[config.mk]
export PLATFORM = sky130hd
export DESIGN_NAME = pipeCtrl
export DESIGN_NICKNAME = d
export VERILOG_FILES = /design/src/hdl/pipeCtrlPkg.sv /design/src/hdl/divTimer.sv /design/src/hdl/hazard.sv /design/src/hdl/instrDecode.sv /design/src/hdl/pipeCtrl.sv /design/src/hdl/stageTrack.sv
export VERILOG_INCLUDE_DIRS = /design/src /design/src/hdl
export SDC_FILE = /design/constraint.sdc
export NUM_CORES = 1
export LEC_CHECK = 0
export ABC_AREA = 1
export BUFFER_PORTS_ARGS = -buffer_cell sky130_fd_sc_hd__buf_2
export CAP_MARGIN = 30
export CORE_ASPECT_RATIO = 1.1
export CORE_MARGIN = 2
export CORE_UTILIZATION = 25
export CTS_CLUSTER_SIZE = 30
export DETAILED_ROUTE_END_ITERATION = 8
export GPL_ROUTABILITY_DRIVEN = 0
export HOLD_SLACK_MARGIN = 0.03
export PLACE_DENSITY_LB_ADDON = 0.1
export SKIP_LAST_GASP = 1
export SLEW_MARGIN = 5
export SYNTH_ARGS = -nofsm -noshare
export SYNTH_HDL_FRONTEND = slang
export SYNTH_SLANG_ARGS = --single-unit
[constraint.sdc]
create_clock -name clk -period 2.2 [get_ports clk]
set_clock_uncertainty 0.2 [all_clocks]
set_input_delay 0.33 -clock clk [delete_from_list [all_inputs] [get_ports clk]]
set_output_delay 0.33 -clock clk [all_outputs]
set_load 0.01 [all_outputs]
[src/hdl/pipeCtrl_settings.svh]
`ifndef PIPECTRL_SETTINGS_SVH
`define PIPECTRL_SETTINGS_SVH

// register index width, 32 registers
`define REG_W 5

// cycles a divide occupies Execute
`define DIV_LATENCY 8

`endif

[src/hdl/pipeCtrlPkg.sv]
`default_nettype none

`include "pipeCtrl_settings.svh"

package pipeCtrlPkg;

    // instruction class seen by the hazard logic
    typedef enum logic [3:0] {
        OP_NOP    = 4'd0,
        OP_ALU    = 4'd1,
        OP_LOAD   = 4'd2,
        OP_STORE  = 4'd3,
        OP_BRANCH = 4'd4,
        OP_REGIMM = 4'd5,
        OP_JUMP   = 4'd6,
        OP_MFHILO = 4'd7,
        OP_MTHILO = 4'd8,
        OP_DIV    = 4'd9
    } opClass_t;

    // Execute operand source, memory result is the newest
    typedef enum logic [1:0] {
        FWD_NONE = 2'b00,
        FWD_WB   = 2'b01,
        FWD_MEM  = 2'b10
    } fwdSel_t;

    // contents of one pipeline stage register
    typedef struct packed {
        logic              valid;
        logic [`REG_W-1:0] rs;
        logic [`REG_W-1:0] rt;
        logic [`REG_W-1:0] writeReg;
        logic              regWrite;
        logic              memToReg;
        logic              hiloRead;
        logic              hiloWrite;
        opClass_t          opClass;
    } stageFields_t;

endpackage

`default_nettype wire

[src/hdl/divTimer.sv]
`timescale 1ns/1ps
`default_nettype none

`include "pipeCtrl_settings.svh"

module divTimer (
    input  wire  clk,
    input  wire  rst,
    input  wire  divE,
    output logic divStall
);

    localparam int CNT_W = $clog2(`DIV_LATENCY + 1);
    localparam logic [CNT_W-1:0] LAST = CNT_W'(`DIV_LATENCY);

    logic [CNT_W-1:0] count;

    // stall until the divide has spent its full latency in Execute
    assign divStall = divE && (count != LAST);

    always_ff @(posedge clk) begin
        if (rst) begin
            count <= '0;
        end else if (!divE || count == LAST) begin
            // rearm for the next divide
            count <= '0;
        end else begin
            count <= count + 1'b1;
        end
    end

    countBound: assert property (@(posedge clk) disable iff (rst) count <= LAST)
        else $error("divider count past latency");

endmodule

`default_nettype wire

[src/hdl/hazard.sv]
`timescale 1ns/1ps
`default_nettype none

`include "pipeCtrl_settings.svh"

module hazard import pipeCtrlPkg::*; (
    input  wire [`REG_W-1:0] rsD,
    input  wire [`REG_W-1:0] rtD,
    input  wire              branchD,
    input  wire [`REG_W-1:0] rsE,
    input  wire [`REG_W-1:0] rtE,
    input  wire [`REG_W-1:0] writeRegE,
    input  wire              regWriteE,
    input  wire              memToRegE,
    input  wire              hiloReadE,
    input  wire [`REG_W-1:0] writeRegM,
    input  wire              regWriteM,
    input  wire              memToRegM,
    input  wire              hiloWriteM,
    input  wire [`REG_W-1:0] writeRegW,
    input  wire              regWriteW,
    input  wire              divStall,
    output fwdSel_t          forwardAE,
    output fwdSel_t          forwardBE,
    output logic             forwardAD,
    output logic             forwardBD,
    output logic             forwardHilo,
    output logic             stallF,
    output logic             stallD,
    output logic             flushE,
    output logic             stallE,
    output logic             stallM,
    output logic             stallW
);

    logic lwStall;
    logic branchStall;

    // Execute operands, newest result first, never register 0
    always_comb begin
        forwardAE = FWD_NONE;
        forwardBE = FWD_NONE;
        if (rsE != '0 && rsE == writeRegM && regWriteM) begin
            forwardAE = FWD_MEM;
        end else if (rsE != '0 && rsE == writeRegW && regWriteW) begin
            forwardAE = FWD_WB;
        end
        if (rtE != '0 && rtE == writeRegM && regWriteM) begin
            forwardBE = FWD_MEM;
        end else if (rtE != '0 && rtE == writeRegW && regWriteW) begin
            forwardBE = FWD_WB;
        end
    end

    // branch compare in Decode only sees the Memory result
    assign forwardAD   = (rsD != '0) && (rsD == writeRegM) && regWriteM;
    assign forwardBD   = (rtD != '0) && (rtD == writeRegM) && regWriteM;
    assign forwardHilo = hiloReadE && hiloWriteM;

    // rtD is already zero when rt is not a source
    assign lwStall = memToRegE &&
        ((rsD == writeRegE) || (rtD != '0 && rtD == writeRegE));

    assign branchStall = branchD &&
        ((regWriteE && (writeRegE == rsD || writeRegE == rtD)) ||
         (memToRegM && (writeRegM == rsD || writeRegM == rtD)));

    // a frozen Execute keeps its instruction, so no bubble then
    assign flushE = (lwStall || branchStall) && !divStall;
    assign stallF = lwStall || branchStall || divStall;
    assign stallD = lwStall || branchStall || divStall;
    assign stallE = divStall;
    assign stallM = divStall;
    assign stallW = divStall;

    always_comb begin
        flushWhileStalled: assert (!(flushE && stallE))
            else $error("Execute flushed and stalled together");
    end

endmodule

`default_nettype wire

[src/hdl/instrDecode.sv]
`timescale 1ns/1ps
`default_nettype none

`include "pipeCtrl_settings.svh"

module instrDecode import pipeCtrlPkg::*; (
    input  wire [31:0]         instr,
    input  wire                instrValid,
    output logic [`REG_W-1:0]  rsD,
    output logic [`REG_W-1:0]  rtD,
    output logic [`REG_W-1:0]  writeRegD,
    output logic               regWriteD,
    output logic               memToRegD,
    output logic               branchD,
    output logic               hiloReadD,
    output logic               hiloWriteD,
    output logic               divD,
    output opClass_t           opClassD
);

    logic [5:0]        opcode;
    logic [5:0]        funct;
    logic [`REG_W-1:0] rs;
    logic [`REG_W-1:0] rt;
    logic [`REG_W-1:0] rd;
    logic              rsSrc;
    logic              rtSrc;

    assign opcode = instr[31:26];
    assign rs     = instr[25:21];
    assign rt     = instr[20:16];
    assign rd     = instr[15:11];
    assign funct  = instr[5:0];

    always_comb begin
        opClassD  = OP_NOP;
        rsSrc     = 1'b0;
        rtSrc     = 1'b0;
        writeRegD = '0;
        regWriteD = 1'b0;
        // all-zero word is the canonical nop
        if (instrValid && instr != 32'd0) begin
            case (opcode)
                6'h00: begin
                    case (funct)
                        6'h08: begin
                            opClassD = OP_JUMP;
                            rsSrc    = 1'b1;
                        end
                        6'h09: begin
                            opClassD  = OP_JUMP;
                            rsSrc     = 1'b1;
                            writeRegD = rd;
                            regWriteD = 1'b1;
                        end
                        6'h10, 6'h12: begin
                            opClassD  = OP_MFHILO;
                            writeRegD = rd;
                            regWriteD = 1'b1;
                        end
                        6'h11, 6'h13: begin
                            opClassD = OP_MTHILO;
                            rsSrc    = 1'b1;
                        end
                        6'h1a, 6'h1b: begin
                            opClassD = OP_DIV;
                            rsSrc    = 1'b1;
                            rtSrc    = 1'b1;
                        end
                        default: begin
                            opClassD  = OP_ALU;
                            rsSrc     = 1'b1;
                            rtSrc     = 1'b1;
                            writeRegD = rd;
                            regWriteD = 1'b1;
                        end
                    endcase
                end
                // rt selects the condition here, not a register
                6'h01: begin
                    opClassD = OP_REGIMM;
                    rsSrc    = 1'b1;
                    if (rt[4]) begin
                        writeRegD = `REG_W'd31;
                        regWriteD = 1'b1;
                    end
                end
                6'h02: opClassD = OP_JUMP;
                6'h03: begin
                    opClassD  = OP_JUMP;
                    writeRegD = `REG_W'd31;
                    regWriteD = 1'b1;
                end
                6'h04, 6'h05: begin
                    opClassD = OP_BRANCH;
                    rsSrc    = 1'b1;
                    rtSrc    = 1'b1;
                end
                6'h06, 6'h07: begin
                    opClassD = OP_BRANCH;
                    rsSrc    = 1'b1;
                end
                6'h08, 6'h09, 6'h0a, 6'h0b, 6'h0c, 6'h0d, 6'h0e, 6'h0f: begin
                    opClassD  = OP_ALU;
                    // lui has no source register
                    rsSrc     = (opcode != 6'h0f);
                    writeRegD = rt;
                    regWriteD = 1'b1;
                end
                6'h20, 6'h21, 6'h22, 6'h23, 6'h24, 6'h25: begin
                    opClassD  = OP_LOAD;
                    rsSrc     = 1'b1;
                    writeRegD = rt;
                    regWriteD = 1'b1;
                end
                6'h28, 6'h29, 6'h2b: begin
                    opClassD = OP_STORE;
                    rsSrc    = 1'b1;
                    rtSrc    = 1'b1;
                end
                default: opClassD = OP_NOP;
            endcase
        end
        rsD = rsSrc ? rs : '0;
        rtD = rtSrc ? rt : '0;
    end

    assign memToRegD  = (opClassD == OP_LOAD);
    assign branchD    = (opClassD == OP_BRANCH) || (opClassD == OP_REGIMM);
    assign hiloReadD  = (opClassD == OP_MFHILO);
    assign hiloWriteD = (opClassD == OP_MTHILO) || (opClassD == OP_DIV);
    assign divD       = (opClassD == OP_DIV);

endmodule

`default_nettype wire

[src/hdl/pipeCtrl.sv]
`timescale 1ns/1ps
`default_nettype none

`include "pipeCtrl_settings.svh"

module pipeCtrl import pipeCtrlPkg::*; (
    input  wire                clk,
    input  wire                rst,
    input  wire [31:0]         instr,
    input  wire                instrValid,
    output fwdSel_t            forwardAE,
    output fwdSel_t            forwardBE,
    output logic               forwardAD,
    output logic               forwardBD,
    output logic               forwardHilo,
    output logic               stallF,
    output logic               stallD,
    output logic               flushE,
    output logic               stallE,
    output logic               stallM,
    output logic               stallW,
    output logic [`REG_W-1:0]  writeRegW,
    output logic               regWriteW
);

    // decode stage
    logic [`REG_W-1:0] rsD;
    logic [`REG_W-1:0] rtD;
    logic [`REG_W-1:0] writeRegD;
    logic              regWriteD;
    logic              memToRegD;
    logic              branchD;
    logic              hiloReadD;
    logic              hiloWriteD;
    logic              divD;
    opClass_t          opClassD;

    // execute and memory stages
    logic [`REG_W-1:0] rsE;
    logic [`REG_W-1:0] rtE;
    logic [`REG_W-1:0] writeRegE;
    logic              regWriteE;
    logic              memToRegE;
    logic              hiloReadE;
    logic              divE;
    logic [`REG_W-1:0] writeRegM;
    logic              regWriteM;
    logic              memToRegM;
    logic              hiloWriteM;
    logic              divStall;

    instrDecode instrDecode_i (
        .instr      (instr),
        .instrValid (instrValid),
        .rsD        (rsD),
        .rtD        (rtD),
        .writeRegD  (writeRegD),
        .regWriteD  (regWriteD),
        .memToRegD  (memToRegD),
        .branchD    (branchD),
        .hiloReadD  (hiloReadD),
        .hiloWriteD (hiloWriteD),
        .divD       (divD),
        .opClassD   (opClassD)
    );

    stageTrack stageTrack_i (
        .clk        (clk),
        .rst        (rst),
        .rsD        (rsD),
        .rtD        (rtD),
        .writeRegD  (writeRegD),
        .regWriteD  (regWriteD),
        .memToRegD  (memToRegD),
        .hiloReadD  (hiloReadD),
        .hiloWriteD (hiloWriteD),
        .divD       (divD),
        .opClassD   (opClassD),
        .stallE     (stallE),
        .stallM     (stallM),
        .stallW     (stallW),
        .flushE     (flushE),
        .rsE        (rsE),
        .rtE        (rtE),
        .writeRegE  (writeRegE),
        .regWriteE  (regWriteE),
        .memToRegE  (memToRegE),
        .hiloReadE  (hiloReadE),
        .divE       (divE),
        .writeRegM  (writeRegM),
        .regWriteM  (regWriteM),
        .memToRegM  (memToRegM),
        .hiloWriteM (hiloWriteM),
        .writeRegW  (writeRegW),
        .regWriteW  (regWriteW)
    );

    divTimer divTimer_i (
        .clk      (clk),
        .rst      (rst),
        .divE     (divE),
        .divStall (divStall)
    );

    hazard hazard_i (
        .rsD         (rsD),
        .rtD         (rtD),
        .branchD     (branchD),
        .rsE         (rsE),
        .rtE         (rtE),
        .writeRegE   (writeRegE),
        .regWriteE   (regWriteE),
        .memToRegE   (memToRegE),
        .hiloReadE   (hiloReadE),
        .writeRegM   (writeRegM),
        .regWriteM   (regWriteM),
        .memToRegM   (memToRegM),
        .hiloWriteM  (hiloWriteM),
        .writeRegW   (writeRegW),
        .regWriteW   (regWriteW),
        .divStall    (divStall),
        .forwardAE   (forwardAE),
        .forwardBE   (forwardBE),
        .forwardAD   (forwardAD),
        .forwardBD   (forwardBD),
        .forwardHilo (forwardHilo),
        .stallF      (stallF),
        .stallD      (stallD),
        .flushE      (flushE),
        .stallE      (stallE),
        .stallM      (stallM),
        .stallW      (stallW)
    );

endmodule

`default_nettype wire

[src/hdl/stageTrack.sv]
`timescale 1ns/1ps
`default_nettype none

`include "pipeCtrl_settings.svh"

module stageTrack import pipeCtrlPkg::*; (
    input  wire                clk,
    input  wire                rst,
    input  wire [`REG_W-1:0]   rsD,
    input  wire [`REG_W-1:0]   rtD,
    input  wire [`REG_W-1:0]   writeRegD,
    input  wire                regWriteD,
    input  wire                memToRegD,
    input  wire                hiloReadD,
    input  wire                hiloWriteD,
    input  wire                divD,
    input  wire opClass_t      opClassD,
    input  wire                stallE,
    input  wire                stallM,
    input  wire                stallW,
    input  wire                flushE,
    output logic [`REG_W-1:0]  rsE,
    output logic [`REG_W-1:0]  rtE,
    output logic [`REG_W-1:0]  writeRegE,
    output logic               regWriteE,
    output logic               memToRegE,
    output logic               hiloReadE,
    output logic               divE,
    output logic [`REG_W-1:0]  writeRegM,
    output logic               regWriteM,
    output logic               memToRegM,
    output logic               hiloWriteM,
    output logic [`REG_W-1:0]  writeRegW,
    output logic               regWriteW
);

    stageFields_t decRec;
    stageFields_t exReg;
    stageFields_t memReg;
    stageFields_t wbReg;
    logic         divReg;

    always_comb begin
        decRec.valid     = (opClassD != OP_NOP);
        decRec.rs        = rsD;
        decRec.rt        = rtD;
        decRec.writeReg  = writeRegD;
        decRec.regWrite  = regWriteD;
        decRec.memToReg  = memToRegD;
        decRec.hiloRead  = hiloReadD;
        decRec.hiloWrite = hiloWriteD;
        decRec.opClass   = opClassD;
    end

    // all-zero record is a bubble
    always_ff @(posedge clk) begin
        if (rst) begin
            exReg  <= '0;
            memReg <= '0;
            wbReg  <= '0;
            divReg <= 1'b0;
        end else begin
            if (!stallW) begin
                wbReg <= memReg;
            end
            if (!stallM) begin
                memReg <= exReg;
            end
            if (flushE && !stallE) begin
                exReg  <= '0;
                divReg <= 1'b0;
            end else if (!stallE) begin
                exReg  <= decRec;
                divReg <= divD;
            end
        end
    end

    assign rsE        = exReg.rs;
    assign rtE        = exReg.rt;
    assign writeRegE  = exReg.writeReg;
    assign regWriteE  = exReg.regWrite;
    assign memToRegE  = exReg.memToReg;
    assign hiloReadE  = exReg.hiloRead;
    assign divE       = divReg;
    assign writeRegM  = memReg.writeReg;
    assign regWriteM  = memReg.regWrite;
    assign memToRegM  = memReg.memToReg;
    assign hiloWriteM = memReg.hiloWrite;
    // writeback destination is what the subsystem presents outward
    assign writeRegW  = wbReg.writeReg;
    assign regWriteW  = wbReg.regWrite;

    hiloWriteValid: assert property (@(posedge clk) disable iff (rst)
        memReg.hiloWrite |-> memReg.valid)
        else $error("HI/LO write in Memory without a valid instruction");

endmodule

`default_nettype wire

### After elaboration in Yosys (flattened, before gate mapping)

Index checks and enable logic that the tools add are counted.

| storage, ports and cells | value |
|---|---|
| bits in registers | 38 |
| input port bits | 35 |
| word-level logic and storage cells | 148 |

| operators by class | value |
|---|---|
| add/subtract/negate cells | 1 |
| equality and inequality tests | 53 |
| muxes and demuxes | 23 |
| reductions and logical operators | 56 |

Operator list:

| cell | number |
|---|---|
| equality test 5 bit | 12 |
| equality test 6 x 4 -> 1 bit, second input constant | 10 |
| equality test 6 bit, second input constant | 9 |
| equality test 6 x 5 -> 1 bit, second input constant | 6 |
| nonzero test 32 bit | 1 |
| case mux 4 bit (7 select lines) | 1 |
| OR reduction 14 bit | 2 |
| two-way mux 5 bit | 5 |
| equality test 6 x 3 -> 1 bit, second input constant | 4 |
| logical AND 1 bit | 22 |
| case mux 5 bit (4 select lines) | 1 |
| nonzero test 5 bit | 4 |
| case mux 4 bit (4 select lines) | 1 |
| OR reduction 15 bit | 1 |
| OR reduction 2 bit | 7 |
| equality test 4 x 3 -> 1 bit, second input constant | 3 |
| equality test 4 bit, second input constant | 3 |
| equality test 6 x 2 -> 1 bit, second input constant | 2 |
| OR reduction 6 bit | 2 |
| OR reduction 5 bit | 2 |
| logical OR 1 bit | 9 |
| two-way mux 1 bit | 9 |
| OR reduction 8 bit | 1 |
| equality test 6 x 1 -> 1 bit, second input constant | 1 |
| 12 further kinds | 15 |

### Depth between registers and ports, before layout

Gate-level depths: netlist (run 1).

| logic depth | value |
|---|---|
| word-level depth | 15 |
| depth in mapped cells | 22 |
| gate-level depth less buffers | 20 |

### Cells and area by module

From an unflattened synthesis (run 1), not the netlist that was laid out.

| unflattened totals | value |
|---|---|
| cells, all modules | 572 |
| area total of the unflattened synthesis | 3403.3 um^2 |

By module, submodules not included:

| module | instances | cells each | area each (um^2) |
|---|---|---|---|
| stageTrack | 1 | 224 | 1596.5 |
| instrDecode | 1 | 166 | 843.3 |
| hazard | 1 | 157 | 765.7 |
| divTimer | 1 | 25 | 197.7 |

### Worst setup path after synthesis (run 1)

OpenSTA, ideal clock, no wires.

| path | value |
|---|---|
| kind | in2out |
| from | input port instr[26] |
| to | output port stallF |
| arrival | 1884 ps |
| required time | 1670 ps |
| setup slack | -214 ps |
| stages on the path | 17 |
| cell sequence | nor2_1 inv_1 nor2_4 nand2_1 nand3_4 buf_6 nand3_4 nand2_1 nand2_1 nor2_1 nand3_1 nand2_1 nand2_1 nand2_1 nand2_1 nand3_1 buf_4 |

| on the way | value |
|---|---|
| longest elaborated chain between the ends | 12 |
| elaborated cells on any way between the ends | 64 |

RTL lines:

| what | RTL line | source |
|---|---|---|
| from (decl) | pipeCtrl.sv:9 | `input wire [31:0] instr,` |
| equality test 6 x 3 -> 1 bit, or another cell as far along | instrDecode.sv:43 | `case (opcode)` |
| OR reduction 14 bit (no source line), or another cell as far along | -- |  |
| case mux 1 bit (3 select lines) / case mux 1 bit (2 select lines) (equally long branches) | instrDecode.sv:43 |  |
| two-way mux 1 bit | instrDecode.sv:42 | `if (instrValid && instr != 32'd0) begin` |
| two-way mux 5 bit (on tied branches) | instrDecode.sv:124, instrDecode.sv:125 |  |
| equality test 5 bit (on tied branches) | hazard.sv:62, hazard.sv:65, hazard.sv:66 |  |
| logical OR 1 bit (on tied branches) | hazard.sv:65, hazard.sv:66 |  |
| logical AND 1 bit (on tied branches) | hazard.sv:65, hazard.sv:66 |  |
| logical OR 1 bit | hazard.sv:65 | `((regWriteE && (writeRegE == rsD \|\| writeRegE == rtD)) \|\|` |
| logical AND 1 bit | hazard.sv:64 | `assign branchStall = branchD &&` |
| logical OR 1 bit * (2 in a row) | -- |  |
| to (decl) | pipeCtrl.sv:16 | `output logic stallF,` |

Every way passes the cells marked *; elsewhere a longest branch is shown, timed or not.

### Worst setup path in the final report (run 1)

| path | value |
|---|---|
| from | input port instr[25] |
| to | output port flushE |

| on the way | value |
|---|---|
| longest elaborated chain between the ends | 11 |
| elaborated cells on any way between the ends | 28 |

RTL lines:

| what | RTL line | source |
|---|---|---|
| nonzero test 32 bit | instrDecode.sv:42 |  |
| logical AND 1 bit | instrDecode.sv:42 |  |
| two-way mux 1 bit | instrDecode.sv:42 |  |
| two-way mux 5 bit (on tied branches) | instrDecode.sv:124, instrDecode.sv:125 |  |
| equality test 5 bit (on tied branches) | hazard.sv:62, hazard.sv:65, hazard.sv:66 |  |
| logical OR 1 bit (on tied branches) | hazard.sv:65, hazard.sv:66 |  |
| logical AND 1 bit (on tied branches) | hazard.sv:65, hazard.sv:66 |  |
| logical OR 1 bit | hazard.sv:65 |  |
| logical AND 1 bit | hazard.sv:64 |  |
| logical OR 1 bit * | hazard.sv:69 | `assign flushE = (lwStall \|\| branchStall) && !divStall;` |
| logical AND 1 bit * | hazard.sv:69 |  |
| to (decl) | pipeCtrl.sv:18 | `output logic flushE,` |

Marks and branches as above.

==> results of run 1 <==
-- routing by layer --
layer / GRT usage / vias to the layer above / share of wire
met2: 0.328 / 72 / 0.52
met5: 0 / - / 0
met3: 0.0244 / 15 / 0.034
met1: 0.199 / 1577 / 0.42
met4: 0.0684 / 0 / 0.024
li1: - / 1768 / -
-- how the worst max path moves through the flow --
stage	slack (ns)	to	depth (start not counted)
after global placement	-0.70	flushE	22
final	-0.52	flushE	22
after floorplan	-0.15	stallF	17
after CTS	-0.51	flushE	22
after detailed placement	-0.65	flushE	22
after global routing	-0.69	flushE	21
-- state kept, by name, indices dropped and copies added, names as in the netlist, 4 cells and up --
| register | count |
|---|---|
| stageTrack_i.rsE | 5 |
| stageTrack_i.writeRegW | 5 |
| stageTrack_i.rtE | 5 |
| stageTrack_i.writeRegM | 5 |
| divTimer_i.count | 4 |
| stageTrack_i.writeRegE | 5 |
-- layout by cell type, fill, tap and decap left out, drive strengths merged --
cell type | synthesis | routed
nand2 | 117 | 117
nor3 | 6 | 6
or2 | 2 | 2
a221oi | 1 | 1
nor4 | 3 | 3
bufinv | 0 | 2
inv | 60 | 60
nand3b | 1 | 1
nand4 | 19 | 19
a2111oi | 1 | 1
and3 | 1 | 1
o41ai | 1 | 1
clkbuf | 7 | 6
xor2 | 4 | 4
a21oi | 17 | 17
a31oi | 1 | 1
o2111ai | 5 | 5
o211ai | 2 | 2
a211oi | 1 | 1
xnor2 | 6 | 6
o21ai | 38 | 38
dfxtp | 38 | 38
ha | 2 | 2
clkinv | 1 | 2
o22ai | 2 | 2
buf | 11 | 148
a221o | 5 | 5
nand3 | 26 | 27
a311oi | 2 | 2
nor2 | 74 | 74
-- worst register-to-register path, delay by kind of cell (launching register included) --
family,cells,cell delay (ns)
and+or+nand+nor,12,0.98
buffers and inverters,3,0.44
DFF,1,0.40
-- power by group through the flow --
stage          registers (mW)  logic (mW)  clock network (mW)
2_1_floorplan           0.715       0.175                   0
3_3_place_gp            0.717       0.354                   0
3_5_place_dp            0.717       0.355                   0
4_1_cts                 0.701       0.432                1.00
5_1_grt                 0.701       0.525                1.02
6_report                0.700       0.485               0.978
-- what timing repair did --
item,4_1_cts,5_1_grt
pin swaps,17,35
endpoints found under the setup margin,31,32
setup buffers,10,8
resized for setup,64,48
gates cloned,4,1
-- cell families (layout without fill, tap and decap cells) --
| group | count (synthesis) | after routing | share of synthesized area |
|---|---|---|---|
| buf+inv | 79 | 218 | 0.121 |
| simple gates | 249 | 250 | 0.424 |
| flops | 38 | 38 | 0.261 |
| xor+xnor | 10 | 10 | 0.0300 |
| compound gates | 76 | 76 | 0.156 |
| fa+ha+maj | 2 | 2 | 0.00858 |
-- area by class of cell --
| class | instances | area share |
|---|---|---|
| well taps | 150 | 0.0395 |
| repair buffers | 149 | 0.255 |
| flip-flops and latches | 38 | 0.162 |
| clock buffers | 5 | 0.0264 |
| multi-input cells | 338 | 0.453 |
| inverters | 61 | 0.0490 |
| clock inverters | 3 | 0.0145 |
-- metrics by stage --
| stage | cell area, um^2 | instances |
|---|---|---|
| global route | 4750 | 744 |
| detailed placement | 3860 | 713 |
| global placement | 3860 | 713 |
| floorplan | 2930 | 454 |
| finish | 4750 | 744 |
| CTS | 4450 | 735 |
==> metrics.cfg, run 1 <==
[synth]
yosysWarnings=0
synth-edff-count=0
synth_cells=454
yosysSeqAreaShare=0.261
synth.most_common_cell=nand2_1
yosysUniqueCellTypes=40
async_flop_share=0
synth_top_flop_cell=dfxtp_1
yosysTopAreaCell=dfxtp_1
yosysTopAreaCellShare=0.261
synth.cell_area_um2=2920
synth_seq_cells=38
ys_top_cells_by_area=dfxtp_1, nand2_1, inv_1
postSynthAreaPerCell_um2=6.42
yosys-top-cells-count=nand2_1, inv_1, nor2_1
synth_nets=491

[cts]
cts_tree=yes
path_clk_slew_ns=0.06
cts_buffers=5
clock-sinks=38
ctsHoldBuffers=0
cts_root_buf=clkbuf_16
htreeDepth=2
cts_buffer_depth=2
worstSkewPairLatency_ns=0.29

[critical_path]
required_ns=1.67
arrival_ns=2.19
cp-start-kind=input port
critPathKind=input port to output pin
ff2ff_path_depth=15
reg2reg_from=stageTrack_i.writeRegE[3]
crit_chain=buf_2 > nor2_4 > nand2_2 > nor2_4 > nand2_2 > nor2_4 > nor2_4 > buf_12 > buf_6 > nand3_4 > nand2_1 > nand2_1 > nor2_2 > nand3_2 > nand2_2 > nand2_1 > nand2_1 > nand2_2 > nand2_2 > nand2_2 > inv_2 > buf_6
critPathLaunch=instr[25]
cpPeakStageDelay_ns=0.22
cp_common_cell=nand2_2
critPathBufInv=5
cp_top_family=simple AND/OR/NAND/NOR gates
path_max_fanout=6
reg2reg_to=stageTrack_i.divE
crit_slowest_cell=nor2_4
r2r_slack_ns=0.08
endpoint_kind=output pin

[pwr]
power_density_nw_per_um2=455
p_int_mw=1.58
p_switching_mw=0.580
power.share.clock=0.452
power_mw=2.16
leakage_nw=2.21
peakVddDrop_mv=0.421
switching_share=0.268
pwr-share-comb=0.224
seqPwrFrac=0.324

[routing]
vias_per_cell=4.61
routedWlPerCell_um=14.5
drt_iter0_drc=158
ant_nets=0
dr.pass1.iters=4
postRouteWirelength_mm=10.8
drc=0
via_count=3432

[worst_hold_path]
min_path_cells=1
min-delay-start=divTimer_i.count[0]
hp-class=flop to flop
hold_end=divTimer_i.count[0]

[floorplanning]
die_y_um=117
initial_utilization=0.255
ios=54
std_cell_rows=41
die_w_um=107
fp.coreArea_um2=11400
die_area_um2=12500

[sta]
fmax_ghz=0.368
tightest_slew_ns=0.651
drv_slew=0
rsz0062_at_grt=yes
period_needed_ns=2.72
slew_headroom=0.562
holdWs_ns=0.264
setup_ws_ns=-0.519
timing.final.crit_share=1.24
hold_viol=0
setup_tns_ns=-8.41
finalSetupViolCount=25

[placement]
dpl.hpwl_mm=7.98
port_buffers=53
place_ws_ns=-0.648

[layout]
diodes=0
drive_gt1_frac=0.453
nFillCells=1166
nNetsFinal=630
fin_util=0.415
syn2layout_area_growth_pct=62.8
multi_input_area_um2=2150
regArea_um2=771

[global_routing]
antenna_found_initial=0
overflow=0
grt_pass1_wl_mm=16.8
grt_max_degree=29
grtUsageTotal=0.174
first_global_vias=3384

[outcome]
outcome=complete, but fails checks
violations=setup timing

[flow_run]
cap_violations=0

(Power assumes the default switching activity.)
==> run 2, diff against run 1 <==
--- a/config.mk
+++ b/config.mk
@@ -9,6 +9,8 @@
 export ABC_AREA = 1
 export BUFFER_PORTS_ARGS = -buffer_cell sky130_fd_sc_hd__buf_2
 export CAP_MARGIN = 30
+export CELL_PAD_IN_SITES_DETAIL_PLACEMENT = 1
+export CELL_PAD_IN_SITES_GLOBAL_PLACEMENT = 2
 export CORE_ASPECT_RATIO = 1.1
 export CORE_MARGIN = 2
 export CORE_UTILIZATION = 25
==> metrics.cfg, run 2 (synthesized netlist as in run 1, its figures left out) <==
[outcome]
outcome=complete, but fails checks
violations=setup timing

[pwr]
leakage_nw=2.23
p_switching_mw=0.560
power_density_nw_per_um2=435
peakVddDrop_mv=0.291
p_int_mw=1.48
switching_share=0.275
pwr-share-comb=0.231
seqPwrFrac=0.344
power_mw=2.04
power.share.clock=0.425

[cts]
cts_root_buf=clkbuf_16
clock-sinks=38
worstSkewPairLatency_ns=0.29
cts_buffer_depth=2
htreeDepth=2
cts_tree=yes
path_clk_slew_ns=0.06
cts_buffers=5

[worst_hold_path]
hp-class=flop to flop

[critical_path]
crit_chain=buf_4 > nor2_8 > buf_4 > nand2_1 > nand2_2 > nor2_4 > buf_12 > nand3_4 > buf_4 > nand4_1 > nand2_1 > nor2_2 > nand3_2 > nand2_2 > nand2_2 > nand2_2 > nand2_4 > nand2_4 > nand2_4 > inv_2 > buf_6
cpPeakStageDelay_ns=0.17
crit_slowest_cell=buf_4
critPathKind=input port to output pin
critPathBufInv=6
required_ns=1.67
cp_common_cell=nand2_2
endpoint_kind=output pin
arrival_ns=2.26
path_max_fanout=6
cp-start-kind=input port
cp_top_family=simple AND/OR/NAND/NOR gates

[flow_run]
cap_violations=0

[routing]
ant_nets=0
dr.pass1.iters=4
wl_met1_mm=5.36
routedWlPerCell_um=16.3
vias_per_cell=4.73
postRouteWirelength_mm=12.2
via_count=3551
topRoutingLayerUsed=met4
wl_met3_um=325
drc=0
drt_iter0_drc=86
wl_met2_mm=6.35

[placement]
port_buffers=53
place_ws_ns=-0.857
dpl_cell_area_um2=3870
dpl.hpwl_mm=8.90
dpl.cell_count=714

[layout]
diodes=0
final_cell_mix=nand2_1, buf_4, inv_1, buf_2
fin_cells=750
final_common_cell=nand2_1
nNetsFinal=637
final_area_um2=4680
fin_util=0.409
nFillCells=1463
drive_gt1_frac=0.445
syn2layout_area_growth_pct=60.5

[floorplanning]
std_cell_rows=41
ios=54
die_area_um2=12500
die_y_um=117
initial_utilization=0.255
die_w_um=107
fp.coreArea_um2=11400

[sta]
timing.final.crit_share=1.27
finalSetupViolCount=26
fmax_ghz=0.358
period_needed_ns=2.79
drv_slew=0
setup_ws_ns=-0.595
hold_viol=0
setup_tns_ns=-11.78
tightest_slew_ns=0.639
slew_headroom=0.571
holdWs_ns=0.269
rsz0062_at_grt=yes

[global_routing]
grtUsageTotal=0.197
grt_pass1_wl_mm=19.0
first_global_vias=3745
grt_max_degree=41
overflow=0
antenna_found_initial=0

run 2: changes by cell type in the layout (fill, tap and decap cells not counted), sizes merged:
cell    delta
clkinv     -1
buf        +5
clkbuf     +2
nand2      +1
bufinv     -1
run 2: layout make-up:
type,count,area [um^2],area share
Clock buffer,6,139,0.0297
Clock inverter,1,30.0,0.00642
Inverter,61,238,0.0508
Multi-Input combinational cell,339,2090,0.447
Sequential cell,38,768,0.164
Tap cell,150,188,0.0401
Timing Repair Buffer,155,1220,0.261
run 2: path summary, 6_finish.rpt:
path / endpoint / start / cells after the start / slack, ns
setup / recovery: flushE / instr[30] / 21 / -0.59
hold / removal: divTimer_i.count[0] / divTimer_i.count[0] / 1 / 0.27
setup reg to reg: stageTrack_i.divE / stageTrack_i.writeRegE[2] / 16 / -0.05
hold reg to reg: divTimer_i.count[0] / divTimer_i.count[0] / 1 / 0.27
run 2: timing repair:
item | 4_1_cts | 5_1_grt
buffers inserted | 21 | 5
cloned | 2 | 2
setup endpoints to repair | 32 | 29
hold buffers | 0 | 0
pin swaps | 33 | 40
gates resized for setup | 58 | 42
run 2: power by group through the flow:
| stage | Clock [mW] | Combinational (mW) | Sequential [mW] |
|---|---|---|---|
| 4_1_cts | 0.888 | 0.417 | 0.700 |
| 3_5_place_dp | 0 | 0.361 | 0.717 |
| 3_3_place_gp | 0 | 0.354 | 0.717 |
| 2_1_floorplan | 0 | 0.175 | 0.715 |
| 6_report | 0.866 | 0.470 | 0.700 |
| 5_1_grt | 0.911 | 0.512 | 0.701 |
run 2: metal layers:
| layer | vias up | global-route usage |
|---|---|---|
| li1 | 1776 | - |
| met4 | 0 | 0.0416 |
| met5 | - | 0 |
| met1 | 1721 | 0.234 |
| met2 | 41 | 0.369 |
| met3 | 13 | 0.0365 |
==> run 3, diff against run 2 <==
--- a/config.mk
+++ b/config.mk
@@ -13,12 +13,13 @@
 export CELL_PAD_IN_SITES_GLOBAL_PLACEMENT = 2
 export CORE_ASPECT_RATIO = 1.1
 export CORE_MARGIN = 2
-export CORE_UTILIZATION = 25
+export CORE_UTILIZATION = 27
 export CTS_CLUSTER_SIZE = 30
 export DETAILED_ROUTE_END_ITERATION = 8
 export GPL_ROUTABILITY_DRIVEN = 0
 export HOLD_SLACK_MARGIN = 0.03
 export PLACE_DENSITY_LB_ADDON = 0.1
+export SETUP_SLACK_MARGIN = 0.3
 export SKIP_LAST_GASP = 1
 export SLEW_MARGIN = 5
 export SYNTH_ARGS = -nofsm -noshare
==> constraint.sdc (replaced) <==
create_clock -name clk -period 2.2 [get_ports clk]
set_clock_uncertainty 0.2 [all_clocks]
set_input_delay 0.33 -clock clk [delete_from_list [all_inputs] [get_ports clk]]
set_output_delay 0.33 -clock clk [all_outputs]
set_load 0.005 [all_outputs]
==> metrics.cfg, run 3 (synthesized netlist as in run 1, its figures left out) <==
[sta]
rsz0062_at_grt=yes
setup_ws_ns=-0.610
finalSetupViolCount=25
period_needed_ns=2.81
timing.final.crit_share=1.28
hold_viol=0
tightest_slew_ns=0.801
holdWs_ns=0.226
fmax_ghz=0.356
drv_slew=0
slew_headroom=0.462

[floorplanning]
die_y_um=113
die_area_um2=11700
ios=54
fp.coreArea_um2=10400
std_cell_rows=39
die_w_um=103
initial_utilization=0.279

[global_routing]
antenna_found_initial=0
overflow=0
grtUsageTotal=0.212
grt_pass1_wl_mm=19.2
first_global_vias=3747
grt_max_degree=35

[routing]
drt_iter0_drc=100
vias_per_cell=4.79
dr.pass1.iters=4
postRouteWirelength_mm=11.7
topRoutingLayerUsed=met4
via_count=3561
routedWlPerCell_um=15.8
ant_nets=0
wl_met1_mm=4.93
wl_met2_mm=6.20
wl_met3_um=371
drc=0

[critical_path]
path_max_fanout=7
critPathLaunch=instr[31]
cp-start-kind=input port
crit_slowest_cell=nand3_4
cpPeakStageDelay_ns=0.20
cp_common_cell=nand2_1
critPathKind=input port to output pin
endpoint_kind=output pin
required_ns=1.67
arrival_ns=2.28
crit_chain=buf_8 > nor2_8 > nand2_4 > nor2_4 > nand2_4 > nand3_4 > nand4_1 > nand2_1 > nand2_1 > nor2_2 > nand2_2 > nand2_1 > nand2_1 > nand2_1 > nand2_2 > nand2_2 > nand2_4 > inv_2 > buf_6
reg2reg_from=stageTrack_i.writeRegE[2]

[cts]
cts_tree=yes
clock-sinks=38
path_clk_slew_ns=0.06
cts_buffers=5
cts_buffer_depth=2
cts_root_buf=clkbuf_16
htreeDepth=2
worstSkewPairLatency_ns=0.29

[placement]
place_ws_ns=-0.696
port_buffers=53
dpl.hpwl_mm=8.59
dpl.cell_count=707

[pwr]
p_switching_mw=0.578
switching_share=0.269
p_int_mw=1.57
peakVddDrop_mv=0.250
leakage_nw=2.23
power_mw=2.14
power_density_nw_per_um2=453
seqPwrFrac=0.327
power.share.clock=0.457
pwr-share-comb=0.216

[layout]
fin_cells=743
final_common_cell=nand2_1
nNetsFinal=636
drive_gt1_frac=0.453
multi_input_area_um2=2100
syn2layout_area_growth_pct=62.4
regArea_um2=772
final_cell_mix=nand2_1, buf_4, inv_1, buf_2, o21ai_0
nFillCells=1365
diodes=0

[outcome]
outcome=complete, but fails checks
violations=setup timing

[worst_hold_path]
hp-class=flop to flop
min-delay-start=divTimer_i.count[0]

[flow_run]
cap_violations=0

==> run 3: path summary, 6_finish.rpt <==
path         cells after the start  slack [ns]             endpoint
max reg2reg                     16       -0.08  stageTrack_i.rsE[0]
min                              1        0.23  divTimer_i.count[0]
min reg2reg                      1        0.23  divTimer_i.count[0]
max                             19       -0.61               flushE
==> run 3: repair_timing <==
action,in CTS,in global routing
endpoints found under the hold margin,0,0
setup buffers,12,11
gates resized for setup,62,43
setup endpoints to repair,32,32
gates cloned,4,1
hold buffers,0,0
pin swaps,31,32
==> run 3: worst max-delay path: cells and delay by family <==
family / cells / cell delay [ns]
buf+inv: 3 / 0.23
simple gates: 16 / 1.70
==> run 3: metal layers <==
layer / global-route usage / vias to the layer above
li1: - / 1792
met1: 0.262 / 1691
met2: 0.377 / 60
met3: 0.0296 / 18
met4: 0.0579 / 0
met5: 0 / -
==> run 3: layout make-up <==
type | count | share of cell area
tap | 143 | 0.0378
timing repair buffer | 155 | 0.264
multi-input combinational | 338 | 0.444
clock buffer | 5 | 0.0264
sequential | 38 | 0.163
clock inverter | 3 | 0.0145
inverter | 61 | 0.0494
==> run 3: per-stage QoR <==
stage / TNS, ns / cell area [um^2] / util
6_report: -12.41 / 4740 / 0.454
3_3_place_gp: -16.17 / 3860 / 0.370
3_5_place_dp: -16.43 / 3860 / 0.370
4_1_cts: -8.82 / 4470 / 0.428
5_1_grt: -16.67 / 4740 / 0.454
2_1_floorplan: -2.51 / 2950 / -
==> run 3: power by group through the flow <==
stage | Combinational, mW | Clock, mW | Sequential [mW]
4_1_cts | 0.423 | 0.989 | 0.701
2_1_floorplan | 0.176 | 0 | 0.715
3_5_place_dp | 0.351 | 0 | 0.717
5_1_grt | 0.503 | 1.02 | 0.702
3_3_place_gp | 0.346 | 0 | 0.717
6_report | 0.463 | 0.981 | 0.701
